## src/verilog/cpu_pkg.sv

```systemverilog
`default_nettype none

package cpu_pkg;

    typedef logic [15:0] word_t;
    typedef logic [1:0]  reg_idx_t;

    typedef enum logic [3:0] {
        OP_BNE   = 4'd0,
        OP_BEQ   = 4'd1,
        OP_ADI   = 4'd4,
        OP_ORI   = 4'd5,
        OP_LHI   = 4'd6,
        OP_LWD   = 4'd7,
        OP_SWD   = 4'd8,
        OP_JMP   = 4'd9,
        OP_RTYPE = 4'd15
    } opcode_e;

    typedef enum logic [5:0] {
        FN_ADD = 6'd0,
        FN_SUB = 6'd1,
        FN_AND = 6'd2,
        FN_ORR = 6'd3,
        FN_NOT = 6'd4,
        FN_SHL = 6'd6,
        FN_SHR = 6'd7,
        FN_WWD = 6'd28,
        FN_HLT = 6'd29
    } func_e;

    typedef enum logic [2:0] {
        ALU_ADD,
        ALU_SUB,
        ALU_AND,
        ALU_OR,
        ALU_NOT,
        ALU_SHL,
        ALU_SHR,
        ALU_LHI
    } alu_op_e;

    // r-type view of an instruction word
    typedef struct packed {
        opcode_e  opcode;
        reg_idx_t rs;
        reg_idx_t rt;
        reg_idx_t rd;
        func_e    func;
    } instr_t;

    typedef struct packed {
        logic  valid;
        word_t pc;
        word_t instr;
    } if_id_t;

    typedef struct packed {
        logic     valid;
        word_t    pc;
        word_t    rs_val;
        word_t    rt_val;
        word_t    imm;
        reg_idx_t rd;
        alu_op_e  alu_op;
        logic     alu_src_imm;
        logic     reg_write;
        logic     mem_read;
        logic     mem_write;
        logic     mem_to_reg;
        logic     is_branch;
        logic     branch_eq;
        logic     is_jump;
        logic     is_wwd;
        logic     is_halt;
    } id_ex_t;

    typedef struct packed {
        logic     valid;
        word_t    alu_result;
        word_t    store_data;
        reg_idx_t rd;
        logic     reg_write;
        logic     mem_read;
        logic     mem_write;
        logic     mem_to_reg;
        logic     is_wwd;
        logic     is_halt;
        word_t    wwd_value;
    } ex_mem_t;

    typedef struct packed {
        logic     valid;
        word_t    alu_result;
        word_t    mem_data;
        reg_idx_t rd;
        logic     reg_write;
        logic     mem_to_reg;
        logic     is_wwd;
        logic     is_halt;
        word_t    wwd_value;
    } mem_wb_t;

endpackage

`default_nettype wire

```

## src/verilog/pipe_ctl_if.sv

```systemverilog
`timescale 1ns/100ps
`default_nettype none

interface pipe_ctl_if import cpu_pkg::*; ();

    logic  stall;
    logic  flush;
    logic  redirect;   // taken branch or jump in EX
    word_t target;

    modport hazard (output stall, output flush, input redirect);
    modport fetch  (input stall, input redirect, input target);
    modport exec   (output redirect, output target);

endinterface

`default_nettype wire

```

## src/verilog/cpu_top.sv

```systemverilog
`timescale 1ns/100ps
`default_nettype none

module cpu_top import cpu_pkg::*; #(
    parameter int INST_CNT_W = 16
) (
    input  logic                  clk,
    input  logic                  rst_n,
    output word_t                 instr_addr,
    input  word_t                 instr_data,
    output word_t                 data_addr,
    output logic                  data_read,
    output logic                  data_write,
    output word_t                 data_wdata,
    input  word_t                 data_rdata,
    output logic                  wwd_valid,
    output word_t                 wwd_value,
    output logic [INST_CNT_W-1:0] num_inst,
    output logic                  halted
);

    if_id_t   if_id_d, if_id_q;
    id_ex_t   id_ex_d, id_ex_q;
    ex_mem_t  ex_mem_d, ex_mem_q;
    mem_wb_t  mem_wb_d, mem_wb_q;
    reg_idx_t rs, rt;
    logic     uses_rs, uses_rt;
    logic     bubble;
    logic     rf_we;
    reg_idx_t rf_waddr;
    word_t    rf_wdata;

    pipe_ctl_if u_ctl ();

    fetch_unit u_fetch (
        .clk        (clk),
        .rst_n      (rst_n),
        .ctl        (u_ctl.fetch),
        .halted     (halted),
        .pc         (),
        .if_out     (if_id_d),
        .instr_addr (instr_addr),
        .instr_data (instr_data)
    );

    pipe_reg #(.payload_t(if_id_t)) u_if_id (
        .clk (clk), .rst_n (rst_n), .hold (u_ctl.stall), .flush (u_ctl.flush),
        .d   (if_id_d), .q (if_id_q)
    );

    decode_unit u_decode (
        .clk     (clk),
        .rst_n   (rst_n),
        .if_in   (if_id_q),
        .id_out  (id_ex_d),
        .rs      (rs),
        .rt      (rt),
        .uses_rs (uses_rs),
        .uses_rt (uses_rt),
        .we      (rf_we),
        .waddr   (rf_waddr),
        .wdata   (rf_wdata)
    );

    hazard_unit u_hazard (
        .ctl     (u_ctl.hazard),
        .rs      (rs),
        .rt      (rt),
        .uses_rs (uses_rs),
        .uses_rt (uses_rt),
        .id_ex   (id_ex_q),
        .ex_mem  (ex_mem_q),
        .bubble  (bubble)
    );

    pipe_reg #(.payload_t(id_ex_t)) u_id_ex (
        .clk (clk), .rst_n (rst_n), .hold (1'b0), .flush (bubble),
        .d   (id_ex_d), .q (id_ex_q)
    );

    execute_unit u_execute (
        .ctl    (u_ctl.exec),
        .id_in  (id_ex_q),
        .ex_out (ex_mem_d)
    );

    pipe_reg #(.payload_t(ex_mem_t)) u_ex_mem (
        .clk (clk), .rst_n (rst_n), .hold (1'b0), .flush (1'b0),
        .d   (ex_mem_d), .q (ex_mem_q)
    );

    // data memory answers in the same cycle
    assign data_addr  = ex_mem_q.alu_result;
    assign data_wdata = ex_mem_q.store_data;
    assign data_read  = ex_mem_q.valid && ex_mem_q.mem_read;
    assign data_write = ex_mem_q.valid && ex_mem_q.mem_write;

    assign mem_wb_d.valid      = ex_mem_q.valid;
    assign mem_wb_d.alu_result = ex_mem_q.alu_result;
    assign mem_wb_d.mem_data   = data_rdata;
    assign mem_wb_d.rd         = ex_mem_q.rd;
    assign mem_wb_d.reg_write  = ex_mem_q.reg_write;
    assign mem_wb_d.mem_to_reg = ex_mem_q.mem_to_reg;
    assign mem_wb_d.is_wwd     = ex_mem_q.is_wwd;
    assign mem_wb_d.is_halt    = ex_mem_q.is_halt;
    assign mem_wb_d.wwd_value  = ex_mem_q.wwd_value;

    pipe_reg #(.payload_t(mem_wb_t)) u_mem_wb (
        .clk (clk), .rst_n (rst_n), .hold (1'b0), .flush (1'b0),
        .d   (mem_wb_d), .q (mem_wb_q)
    );

    retire_unit #(.INST_CNT_W(INST_CNT_W)) u_retire (
        .clk       (clk),
        .rst_n     (rst_n),
        .wb_in     (mem_wb_q),
        .we        (rf_we),
        .waddr     (rf_waddr),
        .wdata     (rf_wdata),
        .wwd_valid (wwd_valid),
        .wwd_value (wwd_value),
        .num_inst  (num_inst),
        .halted    (halted)
    );

endmodule

`default_nettype wire

```

## src/verilog/decode_unit.sv

```systemverilog
`timescale 1ns/100ps
`default_nettype none

module decode_unit import cpu_pkg::*; (
    input  logic     clk,
    input  logic     rst_n,
    input  if_id_t   if_in,
    output id_ex_t   id_out,
    output reg_idx_t rs,
    output reg_idx_t rt,
    output logic     uses_rs,
    output logic     uses_rt,
    input  logic     we,
    input  reg_idx_t waddr,
    input  word_t    wdata
);

    instr_t     f;
    logic [7:0] imm8;
    word_t      rs_val;
    word_t      rt_val;

    assign f    = if_in.instr;
    assign imm8 = if_in.instr[7:0];
    assign rs   = f.rs;
    assign rt   = f.rt;

    reg_file u_reg_file (
        .clk    (clk),
        .rst_n  (rst_n),
        .raddr1 (f.rs),
        .raddr2 (f.rt),
        .rdata1 (rs_val),
        .rdata2 (rt_val),
        .we     (we),
        .waddr  (waddr),
        .wdata  (wdata)
    );

    always_comb begin
        id_out        = '0;
        uses_rs       = 1'b0;
        uses_rt       = 1'b0;
        id_out.valid  = if_in.valid;
        id_out.pc     = if_in.pc;
        id_out.rs_val = rs_val;
        id_out.rt_val = rt_val;
        id_out.rd     = f.rt;                       // i-type target
        id_out.alu_op = ALU_ADD;
        id_out.imm    = {{8{imm8[7]}}, imm8};

        case (f.opcode)
            OP_RTYPE: begin
                id_out.rd = f.rd;
                case (f.func)
                    FN_ADD, FN_SUB, FN_AND, FN_ORR: begin
                        id_out.reg_write = 1'b1;
                        uses_rs          = 1'b1;
                        uses_rt          = 1'b1;
                    end
                    FN_NOT, FN_SHL, FN_SHR: begin
                        id_out.reg_write = 1'b1;
                        uses_rs          = 1'b1;
                    end
                    FN_WWD: begin
                        id_out.is_wwd = 1'b1;
                        uses_rs       = 1'b1;
                    end
                    FN_HLT:  id_out.is_halt = 1'b1;
                    default: ;                      // unknown func acts as nop
                endcase
                case (f.func)
                    FN_SUB:  id_out.alu_op = ALU_SUB;
                    FN_AND:  id_out.alu_op = ALU_AND;
                    FN_ORR:  id_out.alu_op = ALU_OR;
                    FN_NOT:  id_out.alu_op = ALU_NOT;
                    FN_SHL:  id_out.alu_op = ALU_SHL;
                    FN_SHR:  id_out.alu_op = ALU_SHR;
                    default: id_out.alu_op = ALU_ADD;
                endcase
            end
            OP_ADI, OP_ORI, OP_LHI, OP_LWD: begin
                id_out.alu_src_imm = 1'b1;
                id_out.reg_write   = 1'b1;
                uses_rs            = (f.opcode != OP_LHI);
                if (f.opcode == OP_ORI) begin
                    id_out.alu_op = ALU_OR;
                    id_out.imm    = {8'h00, imm8};  // zero extend
                end else if (f.opcode == OP_LHI) begin
                    id_out.alu_op = ALU_LHI;
                    id_out.imm    = {imm8, 8'h00};
                end else if (f.opcode == OP_LWD) begin
                    id_out.mem_read   = 1'b1;
                    id_out.mem_to_reg = 1'b1;
                end
            end
            OP_SWD: begin
                id_out.alu_src_imm = 1'b1;
                id_out.mem_write   = 1'b1;
                uses_rs            = 1'b1;
                uses_rt            = 1'b1;          // store data
            end
            OP_BNE, OP_BEQ: begin
                id_out.is_branch = 1'b1;
                id_out.branch_eq = (f.opcode == OP_BEQ);
                uses_rs          = 1'b1;
                uses_rt          = 1'b1;
            end
            OP_JMP: begin
                id_out.is_jump = 1'b1;
                id_out.imm     = {4'h0, if_in.instr[11:0]};
            end
            default: ;
        endcase

        // bubbles never cause a stall
        if (!if_in.valid) begin
            uses_rs = 1'b0;
            uses_rt = 1'b0;
        end
    end

endmodule

`default_nettype wire

```

## src/verilog/execute_unit.sv

```systemverilog
`timescale 1ns/100ps
`default_nettype none

module execute_unit import cpu_pkg::*; (
    pipe_ctl_if.exec ctl,
    input  id_ex_t   id_in,
    output ex_mem_t  ex_out
);

    word_t op_a;
    word_t op_b;
    word_t alu_y;
    logic  take_branch;

    assign op_a = id_in.rs_val;
    assign op_b = id_in.alu_src_imm ? id_in.imm : id_in.rt_val;

    always_comb begin
        case (id_in.alu_op)
            ALU_ADD: alu_y = op_a + op_b;
            ALU_SUB: alu_y = op_a - op_b;
            ALU_AND: alu_y = op_a & op_b;
            ALU_OR:  alu_y = op_a | op_b;
            ALU_NOT: alu_y = ~op_a;
            ALU_SHL: alu_y = {op_a[14:0], 1'b0};
            ALU_SHR: alu_y = {op_a[15], op_a[15:1]};  // arithmetic
            ALU_LHI: alu_y = op_b;                    // imm already placed high
            default: alu_y = op_a + op_b;
        endcase
    end

    assign take_branch = id_in.is_branch &&
                         (id_in.branch_eq == (id_in.rs_val == id_in.rt_val));

    assign ctl.redirect = id_in.valid && (take_branch || id_in.is_jump);
    assign ctl.target   = id_in.is_jump ? {id_in.pc[15:12], id_in.imm[11:0]}
                                        : id_in.pc + 16'd1 + id_in.imm;

    assign ex_out.valid      = id_in.valid;
    assign ex_out.alu_result = alu_y;
    assign ex_out.store_data = id_in.rt_val;
    assign ex_out.rd         = id_in.rd;
    assign ex_out.reg_write  = id_in.reg_write;
    assign ex_out.mem_read   = id_in.mem_read;
    assign ex_out.mem_write  = id_in.mem_write;
    assign ex_out.mem_to_reg = id_in.mem_to_reg;
    assign ex_out.is_wwd     = id_in.is_wwd;
    assign ex_out.is_halt    = id_in.is_halt;
    assign ex_out.wwd_value  = id_in.rs_val;

endmodule

`default_nettype wire

```

## src/verilog/fetch_unit.sv

```systemverilog
`timescale 1ns/100ps
`default_nettype none

module fetch_unit import cpu_pkg::*; (
    input  logic           clk,
    input  logic           rst_n,
    pipe_ctl_if.fetch      ctl,
    input  logic           halted,
    output word_t          pc,
    output if_id_t         if_out,
    output word_t          instr_addr,
    input  word_t          instr_data
);

    always_ff @(posedge clk or negedge rst_n) begin
        if (!rst_n) begin
            pc <= '0;
        end else if (!halted) begin
            if (ctl.redirect) begin
                pc <= ctl.target;   // redirect beats stall
            end else if (!ctl.stall) begin
                pc <= pc + 16'd1;
            end
        end
    end

    assign instr_addr = pc;

    assign if_out.valid = !halted;  // no new work once halted
    assign if_out.pc    = pc;
    assign if_out.instr = instr_data;

endmodule

`default_nettype wire

```

## src/verilog/hazard_unit.sv

```systemverilog
`timescale 1ns/100ps
`default_nettype none

module hazard_unit import cpu_pkg::*; (
    pipe_ctl_if.hazard ctl,
    input  reg_idx_t   rs,
    input  reg_idx_t   rt,
    input  logic       uses_rs,
    input  logic       uses_rt,
    input  id_ex_t     id_ex,
    input  ex_mem_t    ex_mem,
    output logic       bubble
);

    logic ex_wr;
    logic mem_wr;
    logic raw_ex;
    logic raw_mem;

    assign ex_wr  = id_ex.valid && id_ex.reg_write;
    assign mem_wr = ex_mem.valid && ex_mem.reg_write;

    assign raw_ex  = ex_wr && ((uses_rs && rs == id_ex.rd) || (uses_rt && rt == id_ex.rd));
    assign raw_mem = mem_wr && ((uses_rs && rs == ex_mem.rd) || (uses_rt && rt == ex_mem.rd));

    // MEM/WB is handled by register file write-through
    assign ctl.stall = (raw_ex || raw_mem) && !ctl.redirect;
    assign ctl.flush = ctl.redirect;
    assign bubble    = ctl.stall || ctl.flush;

endmodule

`default_nettype wire

```

## src/verilog/pipe_reg.sv

```systemverilog
`timescale 1ns/100ps
`default_nettype none

module pipe_reg #(
    parameter type payload_t = logic
) (
    input  logic     clk,
    input  logic     rst_n,
    input  logic     hold,
    input  logic     flush,
    input  payload_t d,
    output payload_t q
);

    // zero payload means valid is 0
    always_ff @(posedge clk or negedge rst_n) begin
        if (!rst_n) begin
            q <= '0;
        end else if (flush) begin
            q <= '0;            // flush beats hold
        end else if (!hold) begin
            q <= d;
        end
    end

endmodule

`default_nettype wire

```

## src/verilog/reg_file.sv

```systemverilog
`timescale 1ns/100ps
`default_nettype none

module reg_file import cpu_pkg::*; (
    input  logic     clk,
    input  logic     rst_n,
    input  reg_idx_t raddr1,
    input  reg_idx_t raddr2,
    output word_t    rdata1,
    output word_t    rdata2,
    input  logic     we,
    input  reg_idx_t waddr,
    input  word_t    wdata
);

    word_t regs [4];

    always_ff @(posedge clk or negedge rst_n) begin
        if (!rst_n) begin
            for (int i = 0; i < 4; i++) begin
                regs[i] <= '0;
            end
        end else if (we) begin
            regs[waddr] <= wdata;
        end
    end

    // write-through covers the WB/ID overlap
    assign rdata1 = (we && waddr == raddr1) ? wdata : regs[raddr1];
    assign rdata2 = (we && waddr == raddr2) ? wdata : regs[raddr2];

endmodule

`default_nettype wire

```

## src/verilog/retire_unit.sv

```systemverilog
`timescale 1ns/100ps
`default_nettype none

module retire_unit import cpu_pkg::*; #(
    parameter int INST_CNT_W = 16
) (
    input  logic                  clk,
    input  logic                  rst_n,
    input  mem_wb_t               wb_in,
    output logic                  we,
    output reg_idx_t              waddr,
    output word_t                 wdata,
    output logic                  wwd_valid,
    output word_t                 wwd_value,
    output logic [INST_CNT_W-1:0] num_inst,
    output logic                  halted
);

    logic retire;

    // anything reaching WB after HLT is squashed here
    assign retire = wb_in.valid && !halted;

    assign we    = retire && wb_in.reg_write;
    assign waddr = wb_in.rd;
    assign wdata = wb_in.mem_to_reg ? wb_in.mem_data : wb_in.alu_result;

    always_ff @(posedge clk or negedge rst_n) begin
        if (!rst_n) begin
            wwd_valid <= 1'b0;
            num_inst  <= '0;
            halted    <= 1'b0;
        end else begin
            wwd_valid <= retire && wb_in.is_wwd;
            if (retire) begin
                num_inst <= num_inst + 1'b1;
            end
            if (retire && wb_in.is_halt) begin
                halted <= 1'b1;     // sticky until reset
            end
        end
    end

    always_ff @(posedge clk) begin
        if (retire && wb_in.is_wwd) begin
            wwd_value <= wb_in.wwd_value;
        end
    end

endmodule

`default_nettype wire
```

## config.mk

```make
export PLATFORM = sky130hd
export DESIGN_NAME = cpu_top
export DESIGN_NICKNAME = d
export VERILOG_FILES = /design/src/verilog/cpu_pkg.sv /design/src/verilog/pipe_ctl_if.sv /design/src/verilog/cpu_top.sv /design/src/verilog/decode_unit.sv /design/src/verilog/execute_unit.sv /design/src/verilog/fetch_unit.sv /design/src/verilog/hazard_unit.sv /design/src/verilog/pipe_reg.sv /design/src/verilog/reg_file.sv /design/src/verilog/retire_unit.sv
export SDC_FILE = /design/constraint.sdc
export NUM_CORES = 1
export LEC_CHECK = 0
export BUFFER_PORTS_ARGS = -buffer_cell sky130_fd_sc_hd__buf_4
export CELL_PAD_IN_SITES_DETAIL_PLACEMENT = 2
export CELL_PAD_IN_SITES_GLOBAL_PLACEMENT = 2
export CORE_ASPECT_RATIO = 1.25
export CORE_MARGIN = 10
export CORE_UTILIZATION = 45
export CTS_BUF_LIST = sky130_fd_sc_hd__clkbuf_4
export DETAILED_ROUTE_END_ITERATION = 12
export GPL_ROUTABILITY_DRIVEN = 0
export GPL_TIMING_DRIVEN = 0
export PLACE_DENSITY = 0.94
export SYNTH_ARGS = -nofsm -noshare
export SYNTH_HDL_FRONTEND = slang
export SYNTH_SLANG_ARGS = --single-unit
```

## constraint.sdc

```tcl
create_clock -name clk -period 8.8 [get_ports clk]
set_input_delay 0.88 -clock clk [delete_from_list [all_inputs] [get_ports clk]]
set_output_delay 0.88 -clock clk [all_outputs]
set_load 0.1 [all_outputs]
```

Word level (Yosys, flattened, before mapping)
Cells that the tools add are included.

Equality and inequality tests: 33. Div/mod/pow operators: 0. Multiply operators: 0. Reduce and logical (&&, ||, !) cells: 38. Bitwise operators: 7. Shift-type cells: 0. $lt $le $gt $ge: 4. Mux-type cells: 47. Add/sub/neg operators: 6.

Operators with widths (count): 16-bit two-way mux (13); 16-bit one-hot mux with 8 select lines (1); 80-bit two-way mux (1); 33-bit two-way mux (2); 16-bit binary-select mux with 2-bit select (2); 64-bit bitwise mux (1); 16-bit by 1-bit adder with 16-bit output (second input constant) (3); 16-bit adder (2); 16-bit demux with 2-bit select (1); 16-bit one-hot mux with 2 select lines (1); 1-bit logical AND (20); 6-bit by 3-bit equality test with 1-bit output (second input constant) (3); 3-bit one-hot mux with 6 select lines (1); 16-bit AND (1); 16-bit equality test (1); 4-bit by 3-bit equality test with 1-bit output (second input constant) (4); 16-bit NOT (1); 16-bit OR (1); 16-bit subtractor (1); 15-bit two-way mux (1); 1-bit two-way mux (14); 2-bit equality test (6); 3-bit equality test (second input constant) (4); 4-bit equality test (second input constant) (3); 30 further kinds (47).

Logic and storage cells: 184. Input bits: 34. Flip-flop bits (word level): 339. Memories: 0. Memory bits (writable): 0. Bits in read-only memories: 0. Bits in latches: 0. Output and inout port bits: 84.

Longest topological paths before layout
Gate-level depths: netlist of the first run.

Word-level depth: 12. Mapped depth: 18. Mapped depth without buffers: 16.

By module
A second synthesis of the first run with hierarchy kept.

Cells, all modules: 1893. Area total of the unflattened synthesis: 20470.9 um^2.

By module, submodules not included: reg_file (cells an instance 219, area each 3771.1 um^2, instances 1, seq. area each 1601.5 um^2); execute_unit (cells an instance 543, area each 3677.3 um^2, instances 1, seq. area each 0.0 um^2); pipe_reg (u_id_ex) (cells an instance 258, area each 3269.4 um^2, instances 1, seq. area each 2001.9 um^2); pipe_reg (u_ex_mem) (cells an instance 184, area each 2343.5 um^2, instances 1, seq. area each 1426.4 um^2); pipe_reg (u_mem_wb) (cells an instance 177, area each 2269.7 um^2, instances 1, seq. area each 1376.3 um^2); fetch_unit (cells an instance 174, area each 1472.7 um^2, instances 1, seq. area each 400.4 um^2); retire_unit (cells an instance 99, area each 1457.6 um^2, instances 1, seq. area each 930.9 um^2); pipe_reg (u_if_id) (cells an instance 107, area each 1367.6 um^2, instances 1, seq. area each 825.8 um^2); decode_unit (cells an instance 112, area each 689.4 um^2, instances 1, seq. area each 0.0 um^2); hazard_unit (cells an instance 17, area each 136.4 um^2, instances 1, seq. area each 0.0 um^2); cpu_top (cells an instance 3, area each 16.3 um^2, instances 1, seq. area each 0.0 um^2).

Worst setup path after synthesis of the first run
Ideal clock, no wire load.

Kind: flip-flop to flip-flop. Start: register u_id_ex.q[9] (netlist bit). End: register u_ex_mem.q[55] (netlist bit). Data required time: 8674 ps. Path buffers: 1. Stages on the path, launching flop included: 18. Slack: 4949 ps. Arrival: 3725 ps. Library setup time: 126 ps. Clock period less this slack: 3851 ps. Path through: dfrtp_1 -> buf_6 -> mux2_2 -> inv_1 -> ha_1 -> o21ai_0 -> or3_1 -> or2_2 -> o21ai_0 -> xnor2_1 -> ha_1 -> or2_2 -> a21oi_1 -> a21oi_1 -> a41oi_1 -> a21oi_1 -> xnor2_1 -> a221o_1.

RTL lines: start: declaration (line pipe_reg.sv:12) `output payload_t q`; start signal: assignment (line pipe_reg.sv:18) `q <= '0;`; start signal: assignment (line pipe_reg.sv:20) `q <= '0;`; start signal: assignment (line pipe_reg.sv:22) `q <= d;`; end signal: assignment (line pipe_reg.sv:18); end signal: assignment (line pipe_reg.sv:20); end signal: assignment (line pipe_reg.sv:22); end: declaration (line pipe_reg.sv:12).

==> results.toml, run 1 <==
[synth]
yosysTopAreaCell = "dfrtp_1"
syn-num-nets = 1600
ys_ff_latch = 337
synth.top_cell.area_share_pct = 49.2
synth.yosys.warnings = 0
synthDistinctLibCells = 73
synth-main-ff-cell = "dfrtp_1"
synth_edf_count = 16
postSynthCellCount = 1529
post_synth_arst_share_pct = 95.3
post_synth_instance_area_um2 = 16300
synth.avg_cell_area_um2 = 10.7
synth_sequential_area_ratio_pct = 52.1
synthTopCellsByArea = "dfrtp_1 (49%), mux2i_1 (4.5%), mux4_2 (4.4%)"

[die]
io_pins = 118
floorplan.core_area_um2 = 35600
die-area_um2 = 44400
die_width_um = 190
start_util_pct = 45.8
floorplan.die.height_um = 233
fp-row-count = 77

[timing]
post_route_worst_hold_slack_ns = 0.126
fin_skew_ns = 0.0632
worst_pin_slew_ns = 1.10
period_share_pct = 59.0
slew_headroom_pct = 26.6
final-setup-viol-count = 0
hold_violations = 0
rsz0062_at_grt = "no"
slew_viol_final = 0
finalWorstPathRequiredPeriod_ns = 5.19
achievable-frequency_mhz = 193
final.setup.tns_ns = 0

[setup_path]
path_common_cell = "ha_1"
slowest_delay_ns = 0.48
arrival_time_at_the_worst_endpoint_ns = 5.90
critical_path_class = "register to register"
crit_chain = "buf_6 > mux2_2 > inv_1 > ha_1 > o21ai_0 > or3_1 > nand2_1 > xor2_1 > ha_1 > clkbuf_1 > nand4_1 > a211oi_1 > nor2_1 > a21oi_1 > a41oi_1 > nand2b_1 > xnor2_1 > o221ai_1"
worst_r2r_startpoint = "u_id_ex.q[9]"
worst_path_required_time_ns = 9.50
setup.worst_path.start_class = "register"
r2r_end = "u_ex_mem.q[53]"
reg2reg_depth = 18
end_kind = "register"
worst_path_max_delay_cell = "o221ai_1"
r2r_setup_slack_ns = 3.61
critical_path.max_fanout = 10

[global_routing]
grt_use_total_pct = 36.1
grt_first_pass_wirelength_um = 120000
grt_antenna_before_repair = 4
grt_start_max_net_pins = 118
grt_overflow = 0
grt_pass1_vias = 17500

[clock_network]
cts-root-to-sink-buffers = 3
insertion_delay_ns = 0.88
cts_hold_buffers = 1
cts_tree = "done"
cts_buffers = 90
post_cts_buffers = 0
clk_pin_slew_worst_paths_ns = 0.10
clock_tree.htree_level_count = 3
tritoncts_num_sinks = 337
post_cts.resized_instances = 0
cts_root_buf = "clkbuf_4"

[detailed_routing]
drt_first_pass_iters = 8
drt_first_iter_violations = 1590
drt_drc_violations_left = 0
post_route_ant_nets = 0
num_vias = 15300
wire_per_inst_um = 35.5
via_density = 6.68
wirelength_um = 81200

[min_path]
min_delay_path_depth = 1
holdCritPathClass = "input port to register"
worstHoldStart = "data_rdata[1]"
min_to = "u_mem_wb.q[23]"

[run]
timing.max_cap.violations = 0

[final_layout]
fillers = 3623
final_cells = 2290
nets = 1813
post_route_cells_drive_above_1_share_pct = 21.9
area_growth_syn_to_layout_pct = 16.6

[placed_design]
place.port_buffers = 117
dp_cells = 2123
detailed_place_hpwl_um = 48700

[status]
outcome = "complete, no violations"
worst max path at each step:
| stage | startpoint | cells past startpoint | endpoint |
|---|---|---|---|
| final | u_id_ex.q[9] | 18 | u_ex_mem.q[53] |
| after detailed placement | u_id_ex.q[9] | 17 | u_ex_mem.q[55] |
| after CTS | u_id_ex.q[9] | 18 | u_ex_mem.q[55] |
| after global placement | rst_n | 1 | u_decode.u_reg_file.regs[54] |
| after floorplan | u_id_ex.q[9] | 17 | u_ex_mem.q[55] |
| after global routing | u_id_ex.q[9] | 17 | u_ex_mem.q[53] |
synth_stat cells (8+ instances only):
cell type,count
dfrtp_1,321
buf_4,34
and3_1,24
nor3b_1,8
ha_1,35
a21oi_1,120
nand3_1,23
o21ai_0,100
mux2_2,31
nand4_1,17
xor2_1,26
xnor2_1,51
clkbuf_1,50
o211ai_1,14
nand2b_1,13
buf_1,10
edfxtp_1,16
nor3_1,22
a211oi_1,14
nor2_1,161
nand2_1,148
mux2i_1,74
buf_2,17
mux4_2,32
a21o_1,9
inv_1,32
per-layer routing:
metal | part of all wire (%) | GRT usage, % | up-vias
met5 | 0.026 | 0 | -
met4 | 7.8 | 25.7 | 4
met3 | 7.8 | 7.59 | 431
met2 | 49 | 61.1 | 1136
met1 | 35 | 39.8 | 7876
li1 | - | - | 5857
cell families (layout without fill, tap and decap cells):
kind of cell               after synthesis  in the layout  share of synthesized area, %
xor gates and xnor gates                77             77                          4.13
and+or+nand+nor                        461            461                          13.0
muxes                                  137            137                          11.1
DFF                                    337            337                          52.1
AOI/OAI and AO/OA                      331            331                          12.2
other                                    0              4                             0
buffers and inverters                  148            431                          4.46
adders and majority gates               38             38                          2.99
flip-flops by register name (all words and copies together) (netlist names):
name / count
u_decode.u_reg_file.regs: 64
u_ex_mem.q: 56
u_fetch.instr_addr: 16
u_id_ex.q: 79
u_if_id.q: 33
u_mem_wb.q: 55
u_retire.halted: 1
u_retire.num_inst: 16
u_retire.wwd_valid: 1
u_retire.wwd_value: 16
metrics by stage:
stage / util [%] / area, um2 / worst slack, ns
4_1_cts: 53.4 / 19000 / 3.81
3_5_place_dp: 50.2 / 17900 / 4.17
2_1_floorplan: - / 16300 / 4.95
3_3_place_gp: 49.9 / 17800 / 4.01
6_report: 53.4 / 19000 / 3.61
5_1_grt: 53.4 / 19000 / 3.52
critical path, delay by kind of cell, from the launching register on:
family                     cells  cell delay (ns)
adders and majority gates      2             0.41
xor gates and xnor gates       2             0.42
buffers and inverters          3             0.70
DFF                            1             0.39
and+or+nand+nor                5             1.05
muxes                          1             0.42
AOI/OAI and AO/OA              5             1.63
placed cells by master (no fill, tap or decap), drive strengths merged, types with 32 or more instances in the layout:
cell type and count:
nand2 149, buf 184, xnor2 51, a21oi 121, o21ai 101, mux2i 74, dfrtp 321, mux4 32
nor2 161, clkbuf 178, ha 35, inv 35
layout make-up:
| cell class | count | area (um2) | share of cell area [%] |
|---|---|---|---|
| Antenna cell | 4 | 10.0 | 0.0526 |
| Tap cell | 474 | 593 | 3.12 |
| Multi-Input combinational cell | 1044 | 7090 | 37.2 |
| Clock buffer | 127 | 953 | 5.01 |
| Clock inverter | 35 | 169 | 0.887 |
| Buffer | 115 | 604 | 3.17 |
| Sequential cell | 337 | 8510 | 44.7 |
| Inverter | 33 | 124 | 0.651 |
| Timing Repair Buffer | 121 | 978 | 5.14 |
Power of run 1 is left out: the tool's default activity adds up to more than one toggle a clock period on the data nets, which glitch-free logic cannot reach.
==> run 2: changes to the inputs <==
--- a/config.mk
+++ b/config.mk
@@ -5,17 +5,18 @@
 export SDC_FILE = /design/constraint.sdc
 export NUM_CORES = 1
 export LEC_CHECK = 0
+export ABC_AREA = 1
 export BUFFER_PORTS_ARGS = -buffer_cell sky130_fd_sc_hd__buf_4
 export CELL_PAD_IN_SITES_DETAIL_PLACEMENT = 2
 export CELL_PAD_IN_SITES_GLOBAL_PLACEMENT = 2
 export CORE_ASPECT_RATIO = 1.25
 export CORE_MARGIN = 10
-export CORE_UTILIZATION = 45
+export CORE_UTILIZATION = 39
 export CTS_BUF_LIST = sky130_fd_sc_hd__clkbuf_4
 export DETAILED_ROUTE_END_ITERATION = 12
 export GPL_ROUTABILITY_DRIVEN = 0
 export GPL_TIMING_DRIVEN = 0
-export PLACE_DENSITY = 0.94
+export PLACE_DENSITY = 0.88
 export SYNTH_ARGS = -nofsm -noshare
 export SYNTH_HDL_FRONTEND = slang
 export SYNTH_SLANG_ARGS = --single-unit
==> constraint.sdc (replaced) <==
create_clock -name clk -period 5.1 [get_ports clk]
set_input_delay 0.51 -clock clk [delete_from_list [all_inputs] [get_ports clk]]
set_output_delay 0.51 -clock clk [all_outputs]
set_load 0.1 [all_outputs]
==> results.toml, run 2 <==
[status]
outcome = "complete, no violations"

[detailed_routing]
drt_first_iter_violations = 1176
highest_layer = "met5"
wirelength_um = 75200
wire_per_inst_um = 27.5
route.met3.wl_um = 3890
drt_drc_violations_left = 0
drt_first_pass_iters = 6
routedLengthMet1_um = 27200
num_vias = 15600
via_density = 5.70
met2_wirelength_um = 39500
post_route_ant_nets = 0

[timing]
achievable-frequency_mhz = 231
worst_pin_slew_ns = 1.17
fin_skew_ns = 0.120
period_share_pct = 84.9
finalWorstPathRequiredPeriod_ns = 4.33
hold_violations = 0
final-setup-viol-count = 0
rsz0062_at_grt = "no"
slew_viol_final = 0
slew_headroom_pct = 21.2
final.setup.tns_ns = 0

[final_layout]
register_with_the_most_flip_flops = "u_id_ex.q"
mostFrequentLayoutCell = "nand2_1"
nets = 2171
area_growth_syn_to_layout_pct = 19.2
largest_register_ff_count = 79
fillers = 4558
post_route_cells_drive_above_1_share_pct = 18.5
layout_common_cells = "nand2_1 (408), dfrtp_1 (321), inv_1 (177)"
largest_registers = "u_id_ex.q x79, u_decode.u_reg_file.regs x64, u_ex_mem.q x56"

[global_routing]
grt_use_total_pct = 29.7
grt_pass1_vias = 18000
grt_overflow = 0
grt_antenna_before_repair = 4
grt_start_max_net_pins = 114
grt_first_pass_wirelength_um = 115000

[synth]
postSynthCellCount = 1854
synth_top_cells_by_count = "nand2_1 (408), dfrtp_1 (321), inv_1 (177)"
post-synth-top-count-cell = "nand2_1"
synthTopCellsByArea = "dfrtp_1 (49%), nand2_1 (9.3%), o21ai_0 (5.2%)"
ys_ff_latch = 337
synth.avg_cell_area_um2 = 8.89
synth.yosys.warnings = 0
synth_sequential_area_ratio_pct = 51.7
post_synth_arst_share_pct = 95.3
synth.top_cell.area_share_pct = 48.8
syn-num-nets = 1925
synth-main-ff-cell = "dfrtp_1"
synth_edf_count = 16
yosysTopAreaCell = "dfrtp_1"
synthDistinctLibCells = 47
post_synth_instance_area_um2 = 16500

[die]
start_util_pct = 39.3
die-area_um2 = 50900
floorplan.core_area_um2 = 41900
floorplan.die.height_um = 250
fp-row-count = 84
io_pins = 118
die_width_um = 204

[setup_path]
r2r_end = "u_ex_mem.q[55]"
reg2reg_depth = 22
worst_path_max_delay_cell = "dfrtp_1"
path_common_cell = "nand2_1"
r2r_setup_slack_ns = 0.77
setup.worst_path.start_class = "register"
end_kind = "register"
critical_path.max_fanout = 10
worst_path_required_time_ns = 5.84
crit_chain = "buf_2 > nand2_1 > o21ai_0 > ha_1 > inv_1 > nor3_1 > nand3_1 > nor2_1 > nand2_1 > nand2_1 > xnor2_1 > ha_1 > nand2_1 > nor2_1 > nand3_1 > nand4_1 > a21oi_1 > inv_1 > nand2_1 > nand2_1 > nand2_1 > nand2_1"
arrival_time_at_the_worst_endpoint_ns = 5.07
worst_r2r_startpoint = "u_id_ex.q[9]"
slowest_delay_ns = 0.60
critical_path_class = "register to register"

[min_path]
holdCritPathClass = "input port to asynchronous set/reset pin"

[clock_network]
tritoncts_num_sinks = 337
cts_hold_buffers = 33
cts-root-to-sink-buffers = 3
insertion_delay_ns = 0.92
clk_pin_slew_worst_paths_ns = 0.09
post_cts_buffers = 0
cts_buffers = 90
clock_tree.htree_level_count = 3
cts_tree = "done"
cts_root_buf = "clkbuf_4"
post_cts.resized_instances = 0

[placed_design]
detailed_place_hpwl_um = 47300
place.port_buffers = 117

[run]
timing.max_cap.violations = 0
## run 2: layout make-up
type | instances | area, um2 | share of cell area (%)
Sequential cell | 337 | 8510 | 43.3
Multi-Input combinational cell | 1227 | 6700 | 34.1
Timing Repair Buffer | 154 | 1330 | 6.75
Clock buffer | 132 | 991 | 5.04
Inverter | 189 | 709 | 3.61
Tap cell | 559 | 699 | 3.56
Buffer | 101 | 554 | 2.82
Clock inverter | 29 | 143 | 0.726
Antenna cell | 3 | 7.51 | 0.0382
## run 2: critical path, delay by kind of cell, from the launching register on
family / cells / cell delay [ns]
AO/OA/AOI/OAI: 2 / 0.62
XOR/XNOR: 1 / 0.15
adder cells (fa/ha/maj): 2 / 0.60
buffers and inverters: 3 / 0.46
flip-flops: 1 / 0.60
AND/OR/NAND/NOR: 14 / 1.77
## run 2: worst max path at each step
stage | start | cells after the start | to
floorplan | u_id_ex.q[9] | 21 | u_ex_mem.q[55]
global placement | rst_n | 1 | u_fetch.instr_addr[10]
detailed placement | u_id_ex.q[9] | 22 | u_ex_mem.q[55]
CTS | u_id_ex.q[9] | 22 | u_ex_mem.q[55]
global route | u_id_ex.q[9] | 21 | u_ex_mem.q[55]
finish | u_id_ex.q[9] | 22 | u_ex_mem.q[55]
## run 2: metal layers
| metal | vias up | track usage [%] |
|---|---|---|
| met2 | 688 | 53.1 |
| met4 | 2 | 18.3 |
| met5 | - | 0 |
| met1 | 7972 | 31.3 |
| met3 | 276 | 5.91 |
| li1 | 6620 | - |
## run 2: stage by stage
stage          worst slack, ns  utilization [%]  instance area, um2  instances  hold WS (ns)
2_1_floorplan             2.16                -               16500       1854         0.214
3_3_place_gp             0.644             43.0               18100       2530         0.332
3_5_place_dp             0.996             43.3               18200       2534         0.336
4_1_cts                  0.847             46.8               19600       2728         0.118
5_1_grt                  0.472             46.8               19600       2730         0.194
6_report                 0.768             46.8               19600       2731         0.164
## run 2: logic make-up (layout without fill, tap and decap cells)
group	count (synthesis)	in the layout	share of synthesized area, %
AND/OR/NAND/NOR	689	689	17.2
AO/OA/AOI/OAI	373	373	12.8
flip-flops	337	337	51.7
buffers and inverters	290	605	7.67
XOR/XNOR	64	64	3.40
multiplexers	64	64	4.37
adder cells (fa/ha/maj)	37	37	2.90
other	0	3	0
Power of run 2 is left out for the same reason.
